[config.mk]
export PLATFORM = sky130hd
export DESIGN_NAME = dcache_ctrl
export DESIGN_NICKNAME = d
export VERILOG_FILES = /design/src/hw/dcache_bus_pkg.sv /design/src/hw/dcache_geom_pkg.sv /design/src/hw/dcache_ctrl.sv
export SDC_FILE = /design/constraint.sdc
export NUM_CORES = 1
export LEC_CHECK = 0
export BUFFER_PORTS_ARGS = -buffer_cell sky130_fd_sc_hd__buf_2
export CAP_MARGIN = 20
export CORE_AREA = 4 4 377 379
export CTS_BUF_LIST = sky130_fd_sc_hd__clkbuf_8 sky130_fd_sc_hd__clkbuf_16
export CTS_CLUSTER_DIAMETER = 60
export DETAILED_ROUTE_END_ITERATION = 8
export DIE_AREA = 0 0 381 383
export PLACE_DENSITY = 0.3
export REMOVE_ABC_BUFFERS = 1
export SYNTH_ARGS = -nofsm -noshare
export SYNTH_HDL_FRONTEND = slang
export SYNTH_SLANG_ARGS = --single-unit
[constraint.sdc]
create_clock -name clk -period 12.7 [get_ports clk]
set_input_delay 0.635 -clock clk [delete_from_list [all_inputs] [get_ports clk]]
set_output_delay 0.635 -clock clk [all_outputs]
set_load 0.02 [all_outputs]
[src/hw/dcache_bus_pkg.sv]
package dcache_bus_pkg;

    // load/store unit side
    localparam int DATA_W = 64;
    localparam int STRB_W = DATA_W / 8;

    // byte mask of a full line write into a data store
    localparam int LINE_STRB_W = 2 * STRB_W;

    // controller states
    // one request in flight, so no overlap between them
    typedef enum logic [2:0] {
        IDLE        = 3'd0,  // ready for a request
        LOOKUP      = 3'd1,  // hit, respond and update
        WRITEBACK   = 3'd2,  // dirty victim goes out first
        REFILL_REQ  = 3'd3,  // line read command
        REFILL_WAIT = 3'd4,  // waiting on the returned line
        RESPOND     = 3'd5   // miss finished
    } ctrl_state_t;

endpackage

[src/hw/dcache_geom_pkg.sv]
package dcache_geom_pkg;

    // byte address and its split into tag / index / offset
    localparam int ADDR_W   = 32;
    localparam int OFFSET_W = 4;   // 16-byte lines
    localparam int INDEX_W  = 7;   // set index, bits 10:4
    localparam int TAG_W    = ADDR_W - INDEX_W - OFFSET_W;  // bits 31:11

    // organisation
    localparam int SETS   = 1 << INDEX_W;
    localparam int WAYS   = 2;
    localparam int LINE_W = 8 << OFFSET_W;   // 128 bits per line

    // one tag array entry, 23 bits
    // laid out as tag, valid, dirty from msb down
    typedef struct packed {
        logic [TAG_W-1:0] tag;
        logic             valid;
        logic             dirty;
    } tag_entry_t;

    // names one of the two ways
    // also the per-set recency entry
    typedef logic way_t;

endpackage

[src/hw/dcache_ctrl.sv]
`timescale 1ns/100ps

module dcache_ctrl #(
    parameter int  SETS_P = dcache_geom_pkg::SETS,
    localparam int IDX_W  = $clog2(SETS_P)
) (
    input  logic                                   clk,
    input  logic                                   rst,

    // load/store unit
    input  logic                                   req_valid_i,
    output logic                                   req_ready_o,
    input  logic                                   req_write_i,
    input  logic [dcache_geom_pkg::ADDR_W-1:0]     req_addr_i,
    input  logic [dcache_bus_pkg::DATA_W-1:0]      req_wdata_i,
    input  logic [dcache_bus_pkg::STRB_W-1:0]      req_strb_i,
    output logic                                   resp_valid_o,
    output logic [dcache_bus_pkg::DATA_W-1:0]      resp_rdata_o,

    // memory, one line per beat
    output logic                                   mem_req_valid_o,
    input  logic                                   mem_req_ready_i,
    output logic                                   mem_req_write_o,
    output logic [dcache_geom_pkg::ADDR_W-1:0]     mem_req_addr_o,
    output logic [dcache_geom_pkg::LINE_W-1:0]     mem_req_wdata_o,
    input  logic                                   mem_resp_valid_i,
    input  logic [dcache_geom_pkg::LINE_W-1:0]     mem_resp_rdata_i,

    // tag arrays
    output logic [IDX_W-1:0]                       tag_rd_idx_o,
    input  dcache_geom_pkg::tag_entry_t            tag0_rd_i,
    input  dcache_geom_pkg::tag_entry_t            tag1_rd_i,
    output logic [IDX_W-1:0]                       tag_wr_idx_o,
    output dcache_geom_pkg::tag_entry_t            tag_wr_data_o,
    output logic                                   tag0_wr_en_o,
    output logic                                   tag1_wr_en_o,

    // recency array, indexed like the tags
    input  dcache_geom_pkg::way_t                  lru_rd_i,
    output logic                                   lru_wr_en_o,
    output dcache_geom_pkg::way_t                  lru_wr_data_o,

    // data stores
    output logic [dcache_geom_pkg::WAYS-1:0]       sram_en_o,
    output logic                                   sram_we_o,
    output logic [IDX_W-1:0]                       sram_addr_o,
    output logic [dcache_bus_pkg::LINE_STRB_W-1:0] sram_wmask_o,
    output logic [dcache_geom_pkg::LINE_W-1:0]     sram_wdata_o,
    input  logic [dcache_geom_pkg::LINE_W-1:0]     sram0_rdata_i,
    input  logic [dcache_geom_pkg::LINE_W-1:0]     sram1_rdata_i
);

    localparam int ADDR_W   = dcache_geom_pkg::ADDR_W;
    localparam int OFFSET_W = dcache_geom_pkg::OFFSET_W;
    localparam int TAG_W    = dcache_geom_pkg::TAG_W;
    localparam int LINE_W   = dcache_geom_pkg::LINE_W;
    localparam int DATA_W   = dcache_bus_pkg::DATA_W;
    localparam int STRB_W   = dcache_bus_pkg::STRB_W;
    localparam int TAG_LSB  = OFFSET_W + dcache_geom_pkg::INDEX_W;
    localparam int WORD_BIT = OFFSET_W - 1;  // picks the 64-bit half of a line

    dcache_bus_pkg::ctrl_state_t state_q, state_d;

    // request buffer
    logic [ADDR_W-1:0]     addr_q;
    logic                  write_q;
    logic [DATA_W-1:0]     wdata_q;
    logic [STRB_W-1:0]     strb_q;

    // lookup results, captured on accept
    dcache_geom_pkg::way_t hit_way_q;
    dcache_geom_pkg::way_t victim_q;
    logic [TAG_W-1:0]      victim_tag_q;
    logic [DATA_W-1:0]     fill_word_q;

    logic                        accept;
    logic [IDX_W-1:0]            req_idx;
    logic [TAG_W-1:0]            req_tag;
    logic                        hit0;
    logic                        hit1;
    dcache_geom_pkg::way_t       victim;
    dcache_geom_pkg::tag_entry_t victim_entry;
    logic [IDX_W-1:0]            idx_q;
    logic [TAG_W-1:0]            tag_q;
    logic [ADDR_W-1:0]           idx_addr;
    logic                        write_hit;
    logic                        refill_done;
    dcache_geom_pkg::way_t       way_used;
    logic [dcache_geom_pkg::WAYS-1:0] way_sel;
    logic [dcache_bus_pkg::LINE_STRB_W-1:0] line_mask;
    logic [LINE_W-1:0]           line_wdata;
    logic [LINE_W-1:0]           fill_line;
    logic [LINE_W-1:0]           hit_line;

    function automatic logic [DATA_W-1:0] pick_word(input logic [LINE_W-1:0] line,
                                                    input logic upper);
        return upper ? line[LINE_W-1 -: DATA_W] : line[DATA_W-1:0];
    endfunction

    assign accept  = req_valid_i && req_ready_o;
    assign req_idx = req_addr_i[OFFSET_W +: IDX_W];
    assign req_tag = req_addr_i[ADDR_W-1:TAG_LSB];

    // tag compare on the combinational array read
    assign hit0 = tag0_rd_i.valid && (tag0_rd_i.tag == req_tag);
    assign hit1 = tag1_rd_i.valid && (tag1_rd_i.tag == req_tag);

    // invalid way first, else the one not recently used
    always_comb begin
        if (!tag0_rd_i.valid) begin
            victim = 1'b0;
        end else if (!tag1_rd_i.valid) begin
            victim = 1'b1;
        end else begin
            victim = ~lru_rd_i;
        end
    end
    assign victim_entry = victim ? tag1_rd_i : tag0_rd_i;

    always_ff @(posedge clk) begin
        if (rst) begin
            state_q <= dcache_bus_pkg::IDLE;
        end else begin
            state_q <= state_d;
        end
    end

    always_ff @(posedge clk) begin
        if (accept) begin
            addr_q       <= req_addr_i;
            write_q      <= req_write_i;
            wdata_q      <= req_wdata_i;
            strb_q       <= req_strb_i;
            hit_way_q    <= hit1;
            victim_q     <= victim;
            victim_tag_q <= victim_entry.tag;
        end
        if (refill_done) begin
            fill_word_q <= pick_word(fill_line, addr_q[WORD_BIT]);
        end
    end

    always_comb begin
        state_d = state_q;
        case (state_q)
            dcache_bus_pkg::IDLE: begin
                if (accept) begin
                    if (hit0 || hit1) begin
                        state_d = dcache_bus_pkg::LOOKUP;
                    end else if (victim_entry.valid && victim_entry.dirty) begin
                        state_d = dcache_bus_pkg::WRITEBACK;
                    end else begin
                        state_d = dcache_bus_pkg::REFILL_REQ;
                    end
                end
            end
            dcache_bus_pkg::LOOKUP:      state_d = dcache_bus_pkg::IDLE;
            dcache_bus_pkg::WRITEBACK: begin
                if (mem_req_ready_i) state_d = dcache_bus_pkg::REFILL_REQ;
            end
            dcache_bus_pkg::REFILL_REQ: begin
                if (mem_req_ready_i) state_d = dcache_bus_pkg::REFILL_WAIT;
            end
            dcache_bus_pkg::REFILL_WAIT: begin
                if (mem_resp_valid_i) state_d = dcache_bus_pkg::RESPOND;
            end
            dcache_bus_pkg::RESPOND:     state_d = dcache_bus_pkg::IDLE;
            default:                     state_d = dcache_bus_pkg::IDLE;
        endcase
    end

    assign idx_q       = addr_q[OFFSET_W +: IDX_W];
    assign tag_q       = addr_q[ADDR_W-1:TAG_LSB];
    assign write_hit   = (state_q == dcache_bus_pkg::LOOKUP) && write_q;
    assign refill_done = (state_q == dcache_bus_pkg::REFILL_WAIT) && mem_resp_valid_i;
    assign way_used    = (state_q == dcache_bus_pkg::LOOKUP) ? hit_way_q : victim_q;

    always_comb begin
        way_sel           = '0;
        way_sel[way_used] = 1'b1;
    end

    // strobes placed into the addressed half of the line
    assign line_mask  = addr_q[WORD_BIT] ? {strb_q, {STRB_W{1'b0}}}
                                         : {{STRB_W{1'b0}}, strb_q};
    assign line_wdata = {wdata_q, wdata_q};

    // refill line with a pending store merged over it
    always_comb begin
        for (int b = 0; b < dcache_bus_pkg::LINE_STRB_W; b++) begin
            fill_line[b*8 +: 8] = (write_q && line_mask[b]) ? line_wdata[b*8 +: 8]
                                                            : mem_resp_rdata_i[b*8 +: 8];
        end
    end

    // cpu side
    assign hit_line     = hit_way_q ? sram1_rdata_i : sram0_rdata_i;
    assign req_ready_o  = (state_q == dcache_bus_pkg::IDLE);
    assign resp_valid_o = (state_q == dcache_bus_pkg::LOOKUP) ||
                          (state_q == dcache_bus_pkg::RESPOND);
    assign resp_rdata_o = (state_q == dcache_bus_pkg::LOOKUP)
                        ? pick_word(hit_line, addr_q[WORD_BIT]) : fill_word_q;

    // memory side, victim line is still on the store output from the accept read
    assign idx_addr = {{(ADDR_W-IDX_W-OFFSET_W){1'b0}}, idx_q, {OFFSET_W{1'b0}}};
    assign mem_req_valid_o = (state_q == dcache_bus_pkg::WRITEBACK) ||
                             (state_q == dcache_bus_pkg::REFILL_REQ);
    assign mem_req_write_o = (state_q == dcache_bus_pkg::WRITEBACK);
    assign mem_req_addr_o  = mem_req_write_o
                           ? ({victim_tag_q, {TAG_LSB{1'b0}}} | idx_addr)
                           : {addr_q[ADDR_W-1:OFFSET_W], {OFFSET_W{1'b0}}};
    assign mem_req_wdata_o = victim_q ? sram1_rdata_i : sram0_rdata_i;

    // tag and recency updates
    assign tag_rd_idx_o  = req_idx;
    assign tag_wr_idx_o  = idx_q;
    assign tag_wr_data_o = '{tag: tag_q, valid: 1'b1, dirty: write_q};
    assign tag0_wr_en_o  = (write_hit || refill_done) && (way_used == 1'b0);
    assign tag1_wr_en_o  = (write_hit || refill_done) && (way_used == 1'b1);
    assign lru_wr_en_o   = (state_q == dcache_bus_pkg::LOOKUP) || refill_done;
    assign lru_wr_data_o = way_used;

    // both ways read on accept, one way written on a store hit or refill
    assign sram_en_o    = (state_q == dcache_bus_pkg::IDLE) ? {dcache_geom_pkg::WAYS{req_valid_i}}
                        : (write_hit || refill_done) ? way_sel : '0;
    assign sram_we_o    = write_hit || refill_done;
    assign sram_addr_o  = (state_q == dcache_bus_pkg::IDLE) ? req_idx : idx_q;
    assign sram_wmask_o = refill_done ? '1 : line_mask;
    assign sram_wdata_o = refill_done ? fill_line : line_wdata;

endmodule

* Word-level counts from Yosys, hierarchy flattened
Cells that the tools add are included.
** Operators by class
- Reduce and logical (&&, ||, !) cells :: 32
- Mux-type cells :: 41
- $lt $le $gt $ge :: 2
- Eq/ne operators :: 11
- Bitwise operators :: 3
** Operators with widths (count)
- 2-to-1 mux 128 bit :: 3
- 2-to-1 mux 64 bit :: 3
- 2-to-1 mux 8 bit :: 16
- == test 21 bit :: 2
- 2-to-1 mux 16 bit :: 2
- 2-to-1 mux 32 bit :: 1
- bitwise OR 32 x 11 -> 32 bit :: 1
- logical AND 1 bit :: 25
- 2-to-1 mux 23 bit :: 1
- 2-to-1 mux 3 bit :: 4
- one-hot mux 3 bit (4 select lines) :: 1
- 2-to-1 mux 7 bit :: 1
- == test 3 x 2 -> 1 bit (second input constant) :: 2
- == test 3 bit (second input constant) :: 2
- 2-to-1 mux 2 bit :: 3
- inequality test 2 bit (second input constant) :: 3
- logical OR 1 bit :: 5
- 2-to-1 mux 1 bit :: 5
- AND reduction 4 bit :: 1
- == test 3 x 1 -> 1 bit (second input constant) :: 1
- zero test 3 bit :: 1
- less-than comparator 1 x 2 -> 1 bit (second input constant) :: 1
- inequality test 2 x 1 -> 1 bit (second input constant) :: 1
- NOT 1 bit :: 2
- other kinds (2) :: 2
** Storage, ports and cells
- Register bits after elaboration :: 195
- Input port bits :: 541
- Word-level logic and storage cells :: 98
- Output and inout port bits :: 423

* Longest topological paths before layout
- Depth in word-level cells :: 9
- Mapped depth :: 8
- Mapped depth without buffers :: 6

* Least setup slack after synthesis
OpenSTA, ideal clock, no wires.
- Kind :: register -> output
- Start point :: register state_q[0]
- End point :: output sram_en_o[0] (netlist bit)
- Slack :: 7.434 ns
- Required time :: 12.065 ns
- Path buffers :: 1
- Arrival :: 4.631 ns
- Cell stages (with the launch flop) :: 5
- Path through :: dfxtp_1 > buf_2 > nor3_2 > and2_1 > or2_2
** RTL lines
- start, declared :: line dcache_ctrl.sv:62 : dcache_bus_pkg::ctrl_state_t state_q, state_d;
- start signal, assigned :: line dcache_ctrl.sv:122 : state_q <= dcache_bus_pkg::IDLE;
- start signal, assigned :: line dcache_ctrl.sv:124 : state_q <= state_d;
- zero test 3 bit
- net req_ready_o :: line dcache_ctrl.sv:12 : output logic req_ready_o,
- 2-to-1 mux 2 bit :: line dcache_ctrl.sv:224 : assign sram_en_o = (state_q == dcache_bus_pkg::IDLE) ? {dcache_geom_pkg::WAYS{req_valid_i}}
- end, declared :: line dcache_ctrl.sv:44 : output logic [dcache_geom_pkg::WAYS-1:0] sram_en_o,
The timed path passes the listed nets, and every way through them passes these cells.

* Final worst setup path
- Start point :: register state_q[0]
- End point :: output sram_wdata_o[13] (netlist bit)
** Between the ends
- Word-level cells in the longest chain between the ends :: 3
** Ends and longest elaborated chain
- == test 3 bit :: line dcache_ctrl.sv:175 : assign refill_done = (state_q == dcache_bus_pkg::REFILL_WAIT) && mem_resp_valid_i;
- logical AND 1 bit :: line dcache_ctrl.sv:175
- 2-to-1 mux 128 bit :: line dcache_ctrl.sv:229 : assign sram_wdata_o = refill_done ? fill_line : line_wdata;
- end, declared :: line dcache_ctrl.sv:48 : output logic [dcache_geom_pkg::LINE_W-1:0] sram_wdata_o,
No other way between the ends.

==> results.sh <==
export IMPL_skew_ps=15.8
export IMPL_clk_path_buf_depth=2
export IMPL_fp_dieH_um=383
export IMPL_worstPathArrival_ps=3980
export IMPL_holdCritStartpoint="req_wdata_i[43]"
export IMPL_relSlewSlack_pct=29.1
export IMPL_clk_latency_ps=510
export IMPL_tns_ps=0
export IMPL_rsz0062_at_grt="no"
export IMPL_crit_start="state_q[0]"
export IMPL_start_util_pct=10.7
export IMPL_grt_usage_pct=13.0
export IMPL_worst_pin_slew_ps=1060
export IMPL_drt_total_wl_um=98900
export IMPL_ys_warn_count=0
export IMPL_drc_errors=0
export IMPL_instances_no_fill=3952
export IMPL_antenna_found_initial=42
export IMPL_avgSynthCellArea_um2=11.8
export IMPL_cts_htree_levels=4
export IMPL_end_kind="output port"
export IMPL_synthToLayoutAreaGrowth_pct=47.8
export IMPL_hold_violations=0
export IMPL_postLayoutCoreUtil_pct=15.8
export IMPL_yosys_top_cells_area="edfxtp_1 (38%), mux2_2 (18%), mux4_2 (9.7%)"
export IMPL_synth_seq_cells=192
export IMPL_hpwl_um=82500
export IMPL_slew_violations=0
export IMPL_cts_tree="done"
export IMPL_drt_pass1_iter_count=5
export IMPL_post_synth_top_area_cell="edfxtp_1"
export IMPL_die_area_mm2=0.146
export IMPL_grt_pass1_vias=14700
export IMPL_hp_class="input pin to flop"
export IMPL_netlist_area_mm2=0.0148
export IMPL_path_class="flop to output port"
export IMPL_yosys_area_top_type_share_pct=38.3
export IMPL_synthArstFlopShare_pct=0
export IMPL_fin_nets=2663
export IMPL_antenna_left=0
export IMPL_fmax_mhz=217
export IMPL_start_kind="flop"
export IMPL_place_gp_congestion=0.886
export IMPL_wl_met2_um=52200
export IMPL_finalSetupViolations=0
export IMPL_synth_edff_count=189
export IMPL_cts_buffers=17
export IMPL_met3_length_um=6110
export IMPL_yosysSeqAreaShare_pct=38.7
export IMPL_cts_root_buf="clkbuf_16"
export IMPL_reg2reg_from="state_q[0]"
export IMPL_maxCapViolations=0
export IMPL_core_area_mm2=0.139
export IMPL_met1_length_um=37900
export IMPL_yosys_most_used_dff="edfxtp_1"
export IMPL_syn_inst=1251
export IMPL_leakage_nw=9.60
export IMPL_fillCellCount=15900
export IMPL_power_density_mw_per_mm2=105
export IMPL_detail_route_wl_per_cell_um=25.0
export IMPL_drt_initial_drc_count=487
export IMPL_cts_resized=0
export IMPL_highest_layer="met5"
export IMPL_seq_area_mm2=0.00574
export IMPL_std_cell_rows=137
export IMPL_synth_distinct_cells=39
export IMPL_ir_worst_vdd_uv=115
export IMPL_hold_buffers=0
export IMPL_cts_setup_buffers=0
export IMPL_dp_cells=3910
export IMPL_cts_sinks=192
export IMPL_grt_max_degree=55
export IMPL_path_clk_slew_ps=90
export IMPL_viasPerCell=3.50
export IMPL_fin_crit_ps=4620
export IMPL_min_period_over_period_pct=36.3
export IMPL_status="finished clean"
export IMPL_post_route_cells_drive_above_1_share_pct=65.8
export IMPL_io_pins=964
export IMPL_totalPowerFinal_mw=2.31
export IMPL_worstPathRequired_ps=12060
export IMPL_overflow=0
export IMPL_num_vias=13800
export IMPL_grt_pass1_wl_um=129000
export IMPL_io_buffers=955
export IMPL_path_max_fanout=39
export IMPL_multiInputGateArea_mm2=0.00830
export IMPL_whs_ps=287
export IMPL_die_w_um=381
==> stage by stage <==
step,cell area (µm²),setup WS (ps)
CTS,21900,7870
finish,21900,8080
detailed placement,21300,8390
global route,21900,7810
floorplan,14100,6860
global placement,21300,8400
==> path summary, 6_finish.rpt <==
check                endpoint  slack (ps)  depth (start not counted)
min               wdata_q[43]         290                          1
min reg2reg   fill_word_q[35]         590                          2
max          sram_wdata_o[13]        8080                          8
max reg2reg       wdata_q[50]        9490                          5
==> kinds of logic (layout without fill, tap and decap cells) <==
logic type                after synthesis  in the layout  share of synthesized area [%]
muxes                                 435            435                           39.2
and+or+nand+nor                       356            356                           11.0
DFF                                   192            192                           38.7
buffers and inverters                 140           1021                           5.61
AOI/OAI and AO/OA                      84             84                           3.00
xor gates and xnor gates               42             42                           2.48
other                                   2             15                         0.0507
==> flip-flops by register name (all words and copies together), names as in the netlist <==
register	count
fill_word_q	64
wdata_q	64
addr_q	29
victim_tag_q	21
strb_q	8
state_q	3
hit_way_q	1
victim_q	1
write_q	1
==> synth_stat cells, drive strengths merged (3+ instances only) <==
cell / instances
buf: 105
mux2: 306
dfxtp: 3
nand3: 4
and2: 11
inv: 11
edfxtp: 189
mux2i: 65
nand2: 309
nor4: 14
o21ai: 77
xor2: 40
mux4: 64
nor2: 6
clkbuf: 23
nand4: 3
==> layer usage <==
metal,vias to the layer above,GRT usage [%]
li1,6318,-
met1,6791,14.3
met2,586,24.1
met3,119,3.86
met4,28,3.78
met5,-,0
==> cell usage in the layout (no fill, tap or decap), drive strengths merged, types with 4 or more instances in the layout <==
cell type and count:
clkbuf 17, xor2 40, inv 15, nand3 4, diode 10, conb 5, mux2 306, clkinv 7
o21ai 77, mux2i 65, mux4 64, buf 977, nor4 14, edfxtp 189, nor2 6, and2 11
nand2 309
==> report_power, final <==
group | internal (mW) | leakage, nW | switching [mW]
clock | 0.293 | 0.282 | 0.306
sequential | 0.755 | 1.78 | 0.0343
combinational | 0.345 | 7.53 | 0.574
total | 1.39 | 9.60 | 0.915
==> critical path: stages (launching register included) <==
cell and delay [ps]:
dfxtp_1 500, nor2_4 220, nand3_4 100, clkinv_4 380
buf_4 600, buf_4 490, nand2_2 360, mux2_2 400
buf_2 170
==> layout make-up <==
class / instances / share of cell area, %
sequential: 192 / 26.2
timing repair buffer: 977 / 22.6
clock buffer: 17 / 1.94
antenna: 10 / 0.114
clock inverter: 15 / 0.737
multi-input combinational: 922 / 37.9
tap: 1807 / 10.3
inverter: 12 / 0.228
(Power assumes the default switching activity.)
